--- src/hw/fetch_consts.svh ---
// Fetch stage constants
`ifndef FETCH_CONSTS_SVH
`define FETCH_CONSTS_SVH

////////////////////////////////
// Datapath widths
////////////////////////////////

// Address and instruction word width
`define FETCH_ADDR_W 32

////////////////////////////////
// Buffering limits
////////////////////////////////

// Entries in the instruction buffer
`define FETCH_FIFO_DEPTH 3
// Accepted bus requests still waiting for a response
`define FETCH_MAX_OUTSTANDING 2
// Width of buffer and outstanding counters
`define FETCH_CNT_W 2

// Trap vector base, upper address bits only
`define MTVEC_BASE_W 25
// Interrupt index used for vectored traps
`define IRQ_INDEX_W 5

`endif

--- src/hw/fetch_pkg.sv ---
// Fetch stage types
`include "fetch_consts.svh"

package fetch_pkg;

  ////////////////////////////////
  // Redirect sources
  ////////////////////////////////

  typedef enum logic [3:0] {
    PC_BOOT     = 4'd0,
    PC_JUMP     = 4'd1,
    PC_BRANCH   = 4'd2,
    PC_MRET     = 4'd3,
    PC_DRET     = 4'd4,
    PC_TRAP_EXC = 4'd5,
    PC_TRAP_IRQ = 4'd6,
    PC_TRAP_DBD = 4'd7,
    PC_TRAP_DBE = 4'd8
  } pc_mux_e;

  // Controller requests towards IF
  typedef struct packed {
    logic                    pc_set;
    pc_mux_e                 pc_mux;
    logic [`IRQ_INDEX_W-1:0] irq_index;
    logic                    kill_if;
    logic                    halt_if;
  } ctrl_fsm_t;

  // Candidate redirect addresses from the rest of the core
  typedef struct packed {
    logic [`FETCH_ADDR_W-1:0] boot;
    logic [`FETCH_ADDR_W-1:0] jump;
    logic [`FETCH_ADDR_W-1:0] branch;
    logic [`FETCH_ADDR_W-1:0] mepc;
    logic [`FETCH_ADDR_W-1:0] dpc;
    logic [`FETCH_ADDR_W-1:0] dm_halt;
    logic [`FETCH_ADDR_W-1:0] dm_exception;
  } redirect_targets_t;

  ////////////////////////////////
  // Instruction bus
  ////////////////////////////////

  typedef struct packed {
    logic [`FETCH_ADDR_W-1:0] addr;
  } fetch_req_t;

  typedef struct packed {
    logic [`FETCH_ADDR_W-1:0] rdata;
    logic                     err;
  } fetch_resp_t;

  // One buffered word, tagged with its fetch address
  typedef struct packed {
    logic [`FETCH_ADDR_W-1:0] addr;
    logic [`FETCH_ADDR_W-1:0] rdata;
    logic                     err;
  } fetch_entry_t;

  // IF/ID pipeline register contents
  typedef struct packed {
    logic                     instr_valid;
    logic [`FETCH_ADDR_W-1:0] pc;
    logic [`FETCH_ADDR_W-1:0] instr;
    logic                     bus_err;
    logic                     abort_op;
  } if_id_pipe_t;

endpackage

--- src/hw/pc_select.sv ---
// Next PC selection
`timescale 1ns/1ps
`include "fetch_consts.svh"

module pc_select (
  input  fetch_pkg::ctrl_fsm_t         ctrl_i,
  input  fetch_pkg::redirect_targets_t targets_i,
  input  logic [`MTVEC_BASE_W-1:0]     mtvec_addr_i,
  output logic [`FETCH_ADDR_W-1:0]     branch_addr_o,
  output logic                         csr_mtvec_init_o
);

  import fetch_pkg::*;

  // Raw target before word alignment
  logic [`FETCH_ADDR_W-1:0] target_raw;

  ////////////////////////////////
  // Target multiplexer
  ////////////////////////////////

  always_comb begin
    unique case (ctrl_i.pc_mux)
      PC_BOOT:     target_raw = targets_i.boot;
      PC_JUMP:     target_raw = targets_i.jump;
      PC_BRANCH:   target_raw = targets_i.branch;
      // Return from trap restores the saved PC
      PC_MRET:     target_raw = targets_i.mepc;
      // Return from debug mode
      PC_DRET:     target_raw = targets_i.dpc;
      // All exceptions share the vector base
      PC_TRAP_EXC: target_raw = {mtvec_addr_i, 7'b000_0000};
      // Interrupts are vectored by index
      PC_TRAP_IRQ: target_raw = {mtvec_addr_i, ctrl_i.irq_index, 2'b00};
      // Debug entry
      PC_TRAP_DBD: target_raw = targets_i.dm_halt;
      // Exception while in debug mode
      PC_TRAP_DBE: target_raw = targets_i.dm_exception;
      default:     target_raw = targets_i.boot;
    endcase
  end

  // Only aligned words are fetched
  assign branch_addr_o = {target_raw[`FETCH_ADDR_W-1:2], 2'b00};

  ////////////////////////////////
  // Trap vector init
  ////////////////////////////////

  // CSR file loads mtvec on the boot redirect
  assign csr_mtvec_init_o = ctrl_i.pc_set && (ctrl_i.pc_mux == PC_BOOT);

endmodule

--- src/hw/prefetch_ctrl.sv ---
// Instruction prefetcher
`timescale 1ns/1ps
`include "fetch_consts.svh"

module prefetch_ctrl (
  input  logic                     clk,
  input  logic                     rst_n,
  input  logic                     pc_set_i,
  input  logic [`FETCH_ADDR_W-1:0] branch_addr_i,
  input  logic [`FETCH_CNT_W-1:0]  fifo_cnt_i,
  output logic                     bus_req_valid_o,
  input  logic                     bus_req_ready_i,
  output fetch_pkg::fetch_req_t    bus_req_o,
  input  logic                     bus_resp_valid_i,
  input  fetch_pkg::fetch_resp_t   bus_resp_i,
  output logic                     push_o,
  output fetch_pkg::fetch_entry_t  push_entry_o,
  output logic                     busy_o
);

  localparam int unsigned QPTR_W = $clog2(`FETCH_MAX_OUTSTANDING);
  localparam logic [QPTR_W-1:0] QPTR_LAST = QPTR_W'(`FETCH_MAX_OUTSTANDING - 1);

  // Fetching starts with the first redirect after reset
  logic                     fetch_en_q;
  logic [`FETCH_ADDR_W-1:0] addr_q;
  logic [`FETCH_CNT_W-1:0]  out_cnt_q;
  // Responses still owed to requests from before the last redirect
  logic [`FETCH_CNT_W-1:0]  discard_q;
  // Addresses of accepted requests, oldest at the read pointer
  logic [`FETCH_ADDR_W-1:0] inflight_q [`FETCH_MAX_OUTSTANDING];
  logic [QPTR_W-1:0]        inflight_wr_q;
  logic [QPTR_W-1:0]        inflight_rd_q;
  logic [`FETCH_CNT_W:0]    occupancy;
  logic                     req_accept;
  logic                     resp_stale;

  ////////////////////////////////
  // Request side
  ////////////////////////////////

  // Words in flight plus words already buffered
  assign occupancy = {1'b0, out_cnt_q} + {1'b0, fifo_cnt_i};

  // Hold off during the redirect cycle so no old address slips out
  assign bus_req_valid_o = fetch_en_q && !pc_set_i &&
                           (out_cnt_q < `FETCH_MAX_OUTSTANDING) &&
                           (occupancy < `FETCH_FIFO_DEPTH);

  assign bus_req_o  = '{addr: addr_q};
  assign req_accept = bus_req_valid_o && bus_req_ready_i;

  always_ff @(posedge clk or negedge rst_n) begin
    if (!rst_n) begin
      fetch_en_q <= 1'b0;
      addr_q     <= '0;
    end else if (pc_set_i) begin
      fetch_en_q <= 1'b1;
      addr_q     <= branch_addr_i;
    end else if (req_accept) begin
      // Sequential word fetch
      addr_q <= addr_q + `FETCH_ADDR_W'(4);
    end
  end

  // Outstanding count, one up per accept and one down per response
  always_ff @(posedge clk or negedge rst_n) begin
    if (!rst_n) begin
      out_cnt_q <= '0;
    end else begin
      unique case ({req_accept, bus_resp_valid_i})
        2'b10:   out_cnt_q <= out_cnt_q + 1'b1;
        2'b01:   out_cnt_q <= out_cnt_q - 1'b1;
        default: out_cnt_q <= out_cnt_q;
      endcase
    end
  end

  ////////////////////////////////
  // Response side
  ////////////////////////////////

  // A response in the redirect cycle is already stale
  assign resp_stale = pc_set_i || (discard_q != '0);

  always_ff @(posedge clk or negedge rst_n) begin
    if (!rst_n) begin
      discard_q <= '0;
    end else if (pc_set_i) begin
      // Everything still in flight belongs to the old stream
      discard_q <= out_cnt_q - {{(`FETCH_CNT_W-1){1'b0}}, bus_resp_valid_i};
    end else if (bus_resp_valid_i && (discard_q != '0)) begin
      discard_q <= discard_q - 1'b1;
    end
  end

  // In-flight address queue pointers
  always_ff @(posedge clk or negedge rst_n) begin
    if (!rst_n) begin
      inflight_wr_q <= '0;
      inflight_rd_q <= '0;
    end else begin
      if (req_accept) begin
        inflight_wr_q <= (inflight_wr_q == QPTR_LAST) ? '0 : inflight_wr_q + 1'b1;
      end
      // Every response retires one entry, stale or not
      if (bus_resp_valid_i) begin
        inflight_rd_q <= (inflight_rd_q == QPTR_LAST) ? '0 : inflight_rd_q + 1'b1;
      end
    end
  end

  always_ff @(posedge clk) begin
    if (req_accept) begin
      inflight_q[inflight_wr_q] <= addr_q;
    end
  end

  assign push_o       = bus_resp_valid_i && !resp_stale;
  assign push_entry_o = '{addr:  inflight_q[inflight_rd_q],
                          rdata: bus_resp_i.rdata,
                          err:   bus_resp_i.err};

  assign busy_o = (out_cnt_q != '0);

endmodule

--- src/hw/fetch_fifo.sv ---
// Fetched instruction buffer
`timescale 1ns/1ps
`include "fetch_consts.svh"

module fetch_fifo (
  input  logic                    clk,
  input  logic                    rst_n,
  input  logic                    flush_i,
  input  logic                    push_i,
  input  fetch_pkg::fetch_entry_t entry_i,
  input  logic                    pop_i,
  output fetch_pkg::fetch_entry_t head_o,
  output logic                    not_empty_o,
  output logic [`FETCH_CNT_W-1:0] cnt_o
);

  import fetch_pkg::*;

  localparam int unsigned PTR_W = $clog2(`FETCH_FIFO_DEPTH);
  localparam logic [PTR_W-1:0] PTR_LAST = PTR_W'(`FETCH_FIFO_DEPTH - 1);

  fetch_entry_t            mem_q [`FETCH_FIFO_DEPTH];
  logic [PTR_W-1:0]        wr_ptr_q;
  logic [PTR_W-1:0]        rd_ptr_q;
  logic [`FETCH_CNT_W-1:0] cnt_q;
  logic                    do_push;
  logic                    do_pop;

  // Flush wins over both ports
  assign do_push = push_i && !flush_i;
  assign do_pop  = pop_i && not_empty_o && !flush_i;

  always_ff @(posedge clk or negedge rst_n) begin
    if (!rst_n) begin
      wr_ptr_q <= '0;
      rd_ptr_q <= '0;
      cnt_q    <= '0;
    end else if (flush_i) begin
      wr_ptr_q <= '0;
      rd_ptr_q <= '0;
      cnt_q    <= '0;
    end else begin
      if (do_push) begin
        wr_ptr_q <= (wr_ptr_q == PTR_LAST) ? '0 : wr_ptr_q + 1'b1;
      end
      if (do_pop) begin
        rd_ptr_q <= (rd_ptr_q == PTR_LAST) ? '0 : rd_ptr_q + 1'b1;
      end
      // Simultaneous push and pop keeps the count
      unique case ({do_push, do_pop})
        2'b10:   cnt_q <= cnt_q + 1'b1;
        2'b01:   cnt_q <= cnt_q - 1'b1;
        default: cnt_q <= cnt_q;
      endcase
    end
  end

  // Storage
  always_ff @(posedge clk) begin
    if (do_push) begin
      mem_q[wr_ptr_q] <= entry_i;
    end
  end

  assign head_o      = mem_q[rd_ptr_q];
  assign not_empty_o = (cnt_q != '0);
  assign cnt_o       = cnt_q;

endmodule

--- src/hw/if_id_pipe.sv ---
// IF/ID pipeline register
`timescale 1ns/1ps
`include "fetch_consts.svh"

module if_id_pipe (
  input  logic                     clk,
  input  logic                     rst_n,
  input  fetch_pkg::ctrl_fsm_t     ctrl_i,
  input  fetch_pkg::fetch_entry_t  head_i,
  input  logic                     not_empty_i,
  output logic                     pop_o,
  input  logic                     trigger_match_i,
  input  logic                     id_ready_i,
  output logic                     if_valid_o,
  output logic [`FETCH_ADDR_W-1:0] pc_if_o,
  output logic                     abort_op_o,
  output fetch_pkg::if_id_pipe_t   if_id_pipe_o
);

  logic                     if_ready;
  logic                     issue;
  logic                     instr_valid_q;
  logic [`FETCH_ADDR_W-1:0] pc_q;
  logic [`FETCH_ADDR_W-1:0] instr_q;
  logic                     bus_err_q;
  logic                     abort_q;

  ////////////////////////////////
  // Stage handshake
  ////////////////////////////////

  // Killed or halted words never leave IF
  assign if_valid_o = not_empty_i && !ctrl_i.kill_if && !ctrl_i.halt_if;
  // Kill always drains, halt blocks
  assign if_ready   = ctrl_i.kill_if || (id_ready_i && !ctrl_i.halt_if);
  assign issue      = if_valid_o && if_ready;
  assign pop_o      = issue;

  assign pc_if_o    = head_i.addr;
  // Known fault or trigger hit, ID must not execute it
  assign abort_op_o = head_i.err || trigger_match_i;

  ////////////////////////////////
  // Pipeline register
  ////////////////////////////////

  always_ff @(posedge clk or negedge rst_n) begin
    if (!rst_n) begin
      instr_valid_q <= 1'b0;
    end else if (issue) begin
      instr_valid_q <= 1'b1;
    end else if (id_ready_i) begin
      // ID took its word and nothing new came
      instr_valid_q <= 1'b0;
    end
  end

  always_ff @(posedge clk) begin
    if (issue) begin
      pc_q      <= head_i.addr;
      instr_q   <= head_i.rdata;
      bus_err_q <= head_i.err;
      abort_q   <= abort_op_o;
    end
  end

  assign if_id_pipe_o = '{instr_valid: instr_valid_q,
                          pc:          pc_q,
                          instr:       instr_q,
                          bus_err:     bus_err_q,
                          abort_op:    abort_q};

endmodule

--- src/hw/if_stage.sv ---
// Instruction fetch stage
`timescale 1ns/1ps
`include "fetch_consts.svh"

module if_stage (
  input  logic                         clk,
  input  logic                         rst_n,
  input  fetch_pkg::ctrl_fsm_t         ctrl_i,
  input  fetch_pkg::redirect_targets_t targets_i,
  input  logic [`MTVEC_BASE_W-1:0]     mtvec_addr_i,
  input  logic                         trigger_match_i,
  input  logic                         id_ready_i,
  // Instruction bus
  output logic                         bus_req_valid_o,
  input  logic                         bus_req_ready_i,
  output fetch_pkg::fetch_req_t        bus_req_o,
  input  logic                         bus_resp_valid_i,
  input  fetch_pkg::fetch_resp_t       bus_resp_i,
  // Stage outputs
  output logic                         if_valid_o,
  output logic [`FETCH_ADDR_W-1:0]     pc_if_o,
  output logic                         abort_op_o,
  output logic                         if_busy_o,
  output logic                         csr_mtvec_init_o,
  output fetch_pkg::if_id_pipe_t       if_id_pipe_o
);

  import fetch_pkg::*;

  logic [`FETCH_ADDR_W-1:0] branch_addr;
  logic [`FETCH_CNT_W-1:0]  fifo_cnt;
  logic                     fifo_push;
  fetch_entry_t             fifo_entry;
  fetch_entry_t             fifo_head;
  logic                     fifo_not_empty;
  logic                     fifo_pop;

  ////////////////////////////////
  // Redirect target
  ////////////////////////////////

  pc_select u_pc_select (
    .ctrl_i           (ctrl_i),
    .targets_i        (targets_i),
    .mtvec_addr_i     (mtvec_addr_i),
    .branch_addr_o    (branch_addr),
    .csr_mtvec_init_o (csr_mtvec_init_o)
  );

  // Bus master, tags responses and drops stale ones
  prefetch_ctrl u_prefetch_ctrl (
    .clk              (clk),
    .rst_n            (rst_n),
    .pc_set_i         (ctrl_i.pc_set),
    .branch_addr_i    (branch_addr),
    .fifo_cnt_i       (fifo_cnt),
    .bus_req_valid_o  (bus_req_valid_o),
    .bus_req_ready_i  (bus_req_ready_i),
    .bus_req_o        (bus_req_o),
    .bus_resp_valid_i (bus_resp_valid_i),
    .bus_resp_i       (bus_resp_i),
    .push_o           (fifo_push),
    .push_entry_o     (fifo_entry),
    .busy_o           (if_busy_o)
  );

  // Emptied on every redirect
  fetch_fifo u_fetch_fifo (
    .clk         (clk),
    .rst_n       (rst_n),
    .flush_i     (ctrl_i.pc_set),
    .push_i      (fifo_push),
    .entry_i     (fifo_entry),
    .pop_i       (fifo_pop),
    .head_o      (fifo_head),
    .not_empty_o (fifo_not_empty),
    .cnt_o       (fifo_cnt)
  );

  ////////////////////////////////
  // Hand-off to ID
  ////////////////////////////////

  if_id_pipe u_if_id_pipe (
    .clk             (clk),
    .rst_n           (rst_n),
    .ctrl_i          (ctrl_i),
    .head_i          (fifo_head),
    .not_empty_i     (fifo_not_empty),
    .pop_o           (fifo_pop),
    .trigger_match_i (trigger_match_i),
    .id_ready_i      (id_ready_i),
    .if_valid_o      (if_valid_o),
    .pc_if_o         (pc_if_o),
    .abort_op_o      (abort_op_o),
    .if_id_pipe_o    (if_id_pipe_o)
  );

endmodule

--- config.mk ---
export PLATFORM = sky130hd
export DESIGN_NAME = if_stage
export DESIGN_NICKNAME = d
export VERILOG_FILES = /design/src/hw/fetch_pkg.sv /design/src/hw/pc_select.sv /design/src/hw/prefetch_ctrl.sv /design/src/hw/fetch_fifo.sv /design/src/hw/if_id_pipe.sv /design/src/hw/if_stage.sv
export VERILOG_INCLUDE_DIRS = /design/src /design/src/hw
export SDC_FILE = /design/constraint.sdc
export NUM_CORES = 1
export LEC_CHECK = 0
export ABC_AREA = 1
export BUFFER_PORTS_ARGS = -buffer_cell sky130_fd_sc_hd__buf_2
export CAP_MARGIN = 20
export CORE_ASPECT_RATIO = 0.75
export CORE_MARGIN = 8
export CORE_UTILIZATION = 54
export CTS_CLUSTER_SIZE = 10
export DETAILED_ROUTE_END_ITERATION = 8
export MAX_ROUTING_LAYER = met4
export PLACE_DENSITY = 0.81
export SYNTH_ARGS = -nofsm -noshare
export SYNTH_HDL_FRONTEND = slang
export SYNTH_HIERARCHICAL = 1
export SYNTH_SLANG_ARGS = --single-unit
--- constraint.sdc ---
create_clock -name clk -period 7.84 [get_ports clk]
set_clock_uncertainty 0.1 [all_clocks]
set_input_delay 0.392 -clock clk [delete_from_list [all_inputs] [get_ports clk]]
set_output_delay 0.392 -clock clk [all_outputs]
set_load 0.02 [all_outputs]
==> impl_results.html <==
<table>
<tr><th>Metric</th><th>Value</th></tr>
<tr><th colspan="2">Run status</th></tr>
<tr><td>Result of the run</td><td>finished, final reports clean</td></tr>
<tr><th colspan="2">Die</th></tr>
<tr><td>Width of the chip</td><td>224 um</td></tr>
<tr><td>Floorplan die area</td><td>38,600 um^2</td></tr>
<tr><td>Std-Cell Core Area</td><td>32,200 um^2</td></tr>
<tr><td>Initial cell density of the core</td><td>54.5%</td></tr>
<tr><td>I/O pin count</td><td>436</td></tr>
<tr><td>Die Span Y</td><td>172 um</td></tr>
<tr><td>Number of standard-cell rows in the floorplan</td><td>57</td></tr>
<tr><th colspan="2">Clock network</th></tr>
<tr><td>Clock tree from TritonCTS</td><td>done</td></tr>
<tr><td>Clock Tree Root</td><td>clkbuf_16</td></tr>
<tr><td>Sinks on the clock net</td><td>371</td></tr>
<tr><td>Max Root-Sink Buffers</td><td>3</td></tr>
<tr><td>Skew-Pair Late Insertion Delay</td><td>0.53 ns</td></tr>
<tr><td>Clock input transition at the sequential cells of the worst setup and hold paths</td><td>0.05 ns</td></tr>
<tr><td>Cts bufs inserted</td><td>43</td></tr>
<tr><td>Post-CTS Setup Inserts</td><td>0</td></tr>
<tr><td>Max H-tree Level</td><td>2</td></tr>
<tr><th colspan="2">Placement</th></tr>
<tr><td>Inst Count DP</td><td>2,413</td></tr>
<tr><td>Final RePlAce weighted congestion</td><td>1.00</td></tr>
<tr><td>PortBufs</td><td>421</td></tr>
<tr><td>Post-Place Setup Slack</td><td>4.85 ns</td></tr>
<tr><td>HPWL Detailed</td><td>36,900 um</td></tr>
<tr><th colspan="2">Yosys</th></tr>
<tr><td>Gate count of the mapped netlist</td><td>1,698</td></tr>
<tr><td>Main synth FF type</td><td>edfxtp_1</td></tr>
<tr><td>Post-synthesis register bit count</td><td>371</td></tr>
<tr><td>Portion of the post-synthesis area used by sequential elements</td><td>62.1%</td></tr>
<tr><td>Post-synthesis instance area</td><td>17,600 um^2</td></tr>
<tr><td>Synth warnings</td><td>6</td></tr>
<tr><td>Most frequent cell after synthesis</td><td>nand3_1</td></tr>
<tr><td>Largest cells by area after synthesis</td><td>edfxtp_1 (56%), nand3_1 (13%), nand2_1 (7.0%)</td></tr>
<tr><td>Syn_area_per_cell</td><td>10.3 um^2</td></tr>
<tr><td>Number of enable flip-flop cells after synthesis</td><td>325</td></tr>
<tr><td>Leading post-synthesis cells by instance count</td><td>nand3_1 (456), nand2_1 (326), edfxtp_1 (325)</td></tr>
<tr><td>Distinct cells, synth</td><td>39</td></tr>
<tr><td>Synth async-reset ratio</td><td>12.4%</td></tr>
<tr><td>Fraction of synthesized cell area taken by the top area cell type</td><td>55.5%</td></tr>
<tr><td>Leading area contributor after synthesis</td><td>edfxtp_1</td></tr>
<tr><th colspan="2">Route</th></tr>
<tr><td>Vias/cell</td><td>5.58</td></tr>
<tr><td># DRC</td><td>0</td></tr>
<tr><td>Pre-Repair DR Iteration Count</td><td>8</td></tr>
<tr><td>Remaining number of nets flagged by the antenna check after routing</td><td>0</td></tr>
<tr><td>Detail-routed net length per standard cell</td><td>21.4 um</td></tr>
<tr><td>Total via count after detailed routing</td><td>14,100</td></tr>
<tr><td>Routed wire length</td><td>53,900 um</td></tr>
<tr><td>Starting DRT DRC Count</td><td>1,409</td></tr>
<tr><th colspan="2">Final layout</th></tr>
<tr><td>Nets@finish</td><td>2,360</td></tr>
<tr><td>Layout cells sized above 1</td><td>27.1%</td></tr>
<tr><td>Final standard cell count with taps included and fillers excluded</td><td>2,518</td></tr>
<tr><td>Growth of design area from synthesis to finish</td><td>19.1%</td></tr>
<tr><td>Post-layout util</td><td>64.9%</td></tr>
<tr><th colspan="2">Worst setup path</th></tr>
<tr><td>CP Capture Type</td><td>output port</td></tr>
<tr><td>Path type of the worst setup path</td><td>register to output port</td></tr>
<tr><td>Startpoint type of the worst setup path</td><td>register</td></tr>
<tr><td>End of the worst register-to-register path</td><td>u_prefetch_ctrl/inflight_q[1][2]$_DFFE_PP_</td></tr>
<tr><td>CP max FO</td><td>67</td></tr>
<tr><td>Worst path required time</td><td>7.35 ns</td></tr>
<tr><td>Destination of the critical timing path</td><td>pc_if_o[8]</td></tr>
<tr><td>R2R cell count</td><td>5</td></tr>
<tr><td>R2R Setup Slk</td><td>4.84 ns</td></tr>
<tr><td>Arrival time worst endpoint</td><td>2.83 ns</td></tr>
<tr><td>Startpoint of the most critical setup path</td><td>u_fetch_fifo/rd_ptr_q[0]$_DFFE_PN0P_</td></tr>
<tr><td>Reg2Reg Launch Point</td><td>u_fetch_fifo/cnt_o[0]$_DFFE_PN0P_</td></tr>
<tr><th colspan="2">Timing</th></tr>
<tr><td>Setup repair after global routing missed its margin</td><td>no</td></tr>
<tr><td>Final Hold Vio Count</td><td>0</td></tr>
<tr><td>Final hold slack</td><td>0.0472 ns</td></tr>
<tr><td>Actual slew at the worst max-slew pin</td><td>1.10 ns</td></tr>
<tr><td>Total Neg Setup Slack</td><td>0 ns</td></tr>
<tr><td>Relative max-transition margin</td><td>26.3%</td></tr>
<tr><td>Final period utilization</td><td>42.4%</td></tr>
<tr><td>Setup violation total in the final timing report</td><td>0</td></tr>
<tr><td>Period minus WS final</td><td>3.32 ns</td></tr>
<tr><td>Final count of pins violating max slew</td><td>0</td></tr>
<tr><td>Setup slack after layout</td><td>4.52 ns</td></tr>
<tr><td>Achievable clock frequency</td><td>301 MHz</td></tr>
<tr><th colspan="2">Flow run</th></tr>
<tr><td>Number of max-cap violations</td><td>0</td></tr>
<tr><th colspan="2">Min path</th></tr>
<tr><td>Min-Delay Path Class</td><td>input pin to register</td></tr>
<tr><th colspan="2">Pwr</th></tr>
<tr><td>Switching power of the nets</td><td>0.00148 W</td></tr>
<tr><td>Maximum ir drop on the vdd rail</td><td>0.244 mV</td></tr>
<tr><td>Pint</td><td>0.00372 W</td></tr>
<tr><td>P per Cell Area</td><td>249 nW/um^2</td></tr>
<tr><td>Proportion of power drawn by the clock network</td><td>32.8%</td></tr>
<tr><td>Sequential cell fraction of total power</td><td>48.5%</td></tr>
<tr><td>Switching part of the total</td><td>28.5%</td></tr>
<tr><td>Fraction of power consumed by combinational cells</td><td>18.7%</td></tr>
<tr><td>Total leakage power</td><td>8.81 nW</td></tr>
<tr><th colspan="2">GRT</th></tr>
<tr><td>Vias in the first global route</td><td>14,200</td></tr>
<tr><td>Wire length of the first global-routing pass</td><td>81,300 um</td></tr>
<tr><td>Initial antenna violation count</td><td>7</td></tr>
<tr><td>Most Crowded Layer GR</td><td>met2</td></tr>
<tr><td>Met3 usage</td><td>6.75%</td></tr>
<tr><td>Met1 Track Usage GR</td><td>36.3%</td></tr>
<tr><td>Total global routing track utilization</td><td>28.2%</td></tr>
<tr><td>Pin count of the biggest net entering global routing</td><td>96</td></tr>
<tr><td>Total grt overflow</td><td>0</td></tr>
<tr><td>Met2 layer usage reported by global route</td><td>44.1%</td></tr>
</table>
-- worst max-delay path, cell delays in order, from the launching register on --
cell and delay [ns]:
dfrtp_2 0.33, buf_4 0.66, inv_2 0.24, buf_4 0.42
nand3_1 0.16, nand3_1 0.19, buf_2 0.22
-- through the flow --
stage	power (W)	instance area (um^2)
6_report	0.00520	20900
5_1_grt	0.00542	20900
4_1_cts	0.00522	20800
3_5_place_dp	0.00350	19300
3_3_place_gp	0.00346	19300
2_1_floorplan	0.00315	17600
-- how the worst min path moves through the flow --
stage,end,from,cells past startpoint,slack (ns)
2_1_floorplan,u_fetch_fifo/cnt_o[0]$_DFFE_PN0P_,rst_n,0,-0.004
3_3_place_gp,u_prefetch_ctrl/inflight_rd_q$_DFFE_PN0P_,u_prefetch_ctrl/inflight_rd_q$_DFFE_PN0P_,1,0.36
3_5_place_dp,u_prefetch_ctrl/inflight_rd_q$_DFFE_PN0P_,u_prefetch_ctrl/inflight_rd_q$_DFFE_PN0P_,1,0.36
4_1_cts,u_if_id_pipe/abort_q$_DFFE_PP_,trigger_match_i,2,0.02
5_1_grt,u_if_id_pipe/abort_q$_DFFE_PP_,trigger_match_i,2,0.04
6_report,u_if_id_pipe/instr_valid_q$_DFFE_PN0P_,id_ready_i,4,0.05
-- power by group through the flow --
stage	Sequential [W]	Combinational, W	Clock, W
floorplan	0.00259	0.000569	0
global placement	0.00255	0.000916	0
detailed placement	0.00256	0.000945	0
CTS	0.00252	0.000967	0.00173
global route	0.00254	0.00106	0.00182
finish	0.00252	0.000972	0.00171
-- cells by family after synthesis --
logic type      count (synthesis)  synth area share (%)
buf+inv                       262                  8.20
compound gates                 36                  1.21
flops                         371                  62.1
xor+xnor                       12                 0.598
other cells                     1                0.0213
simple gates                  978                  25.4
fa+ha+maj                       6                 0.470
mux                            32                  2.05
-- layout by cell type, fill, tap and decap left out, types with 3 or more instances in the layout --
| master | count |
|---|---|
| o21bai_1 | 8 |
| nand3_2 | 3 |
| nor2_4 | 10 |
| a21oi_1 | 3 |
| nor2_2 | 7 |
| dfrtp_1 | 44 |
| o21ai_0 | 18 |
| edfxtp_1 | 325 |
| clkbuf_1 | 15 |
| buf_2 | 421 |
| inv_2 | 6 |
| nand2_2 | 4 |
| mux2_2 | 32 |
| buf_4 | 16 |
| o22ai_1 | 4 |
| o211ai_1 | 3 |
| xor2_1 | 6 |
| nor2_1 | 128 |
| clkinv_2 | 3 |
| ha_1 | 5 |
| nand4_1 | 31 |
| nand2_1 | 326 |
| inv_1 | 86 |
| dlygate4sd3_1 | 35 |
| clkbuf_16 | 43 |
| xnor2_1 | 6 |
| nand3_1 | 456 |
| diode_2 | 7 |
-- timing repair --
| action | CTS | global route |
|---|---|---|
| resized for setup | 0 | 0 |
| hold endpoints to repair | 104 | 0 |
| hold buffers | 35 | 0 |
-- state kept, by name (all words and copies together) (netlist names) --
register	count
u_if_id_pipe/instr_valid_q	1
u_fetch_fifo/cnt_o	2
u_fetch_fifo/rd_ptr_q	2
u_prefetch_ctrl/inflight_q	64
u_prefetch_ctrl/fetch_en_q	1
u_fetch_fifo/wr_ptr_q	2
u_prefetch_ctrl/bus_req_o	32
u_prefetch_ctrl/inflight_rd_q	1
u_prefetch_ctrl/out_cnt_q	2
u_prefetch_ctrl/inflight_wr_q	1
u_if_id_pipe/abort_q	1
u_if_id_pipe/instr_q	32
u_fetch_fifo/mem_q	195
u_prefetch_ctrl/discard_q	2
u_if_id_pipe/bus_err_q	1
u_if_id_pipe/pc_q	32
-- per-layer routing --
layer	vias up	wire length, um
met1	6801	21900
li1	6530	-
met5	-	0
met2	616	25600
met3	111	4800
met4	0	1590
-- cell type report --
type	instances	area [um^2]
Clock buffer	58	1130
Tap cell	442	553
Antenna cell	7	17.5
Sequential cell	371	10900
Timing Repair Buffer	475	2640
Clock inverter	2	17.5
Inverter	97	370
Multi-Input combinational cell	1066	5280
Fill cell	2597	11300
No activity file was read; power rests on OpenSTA's default activity.
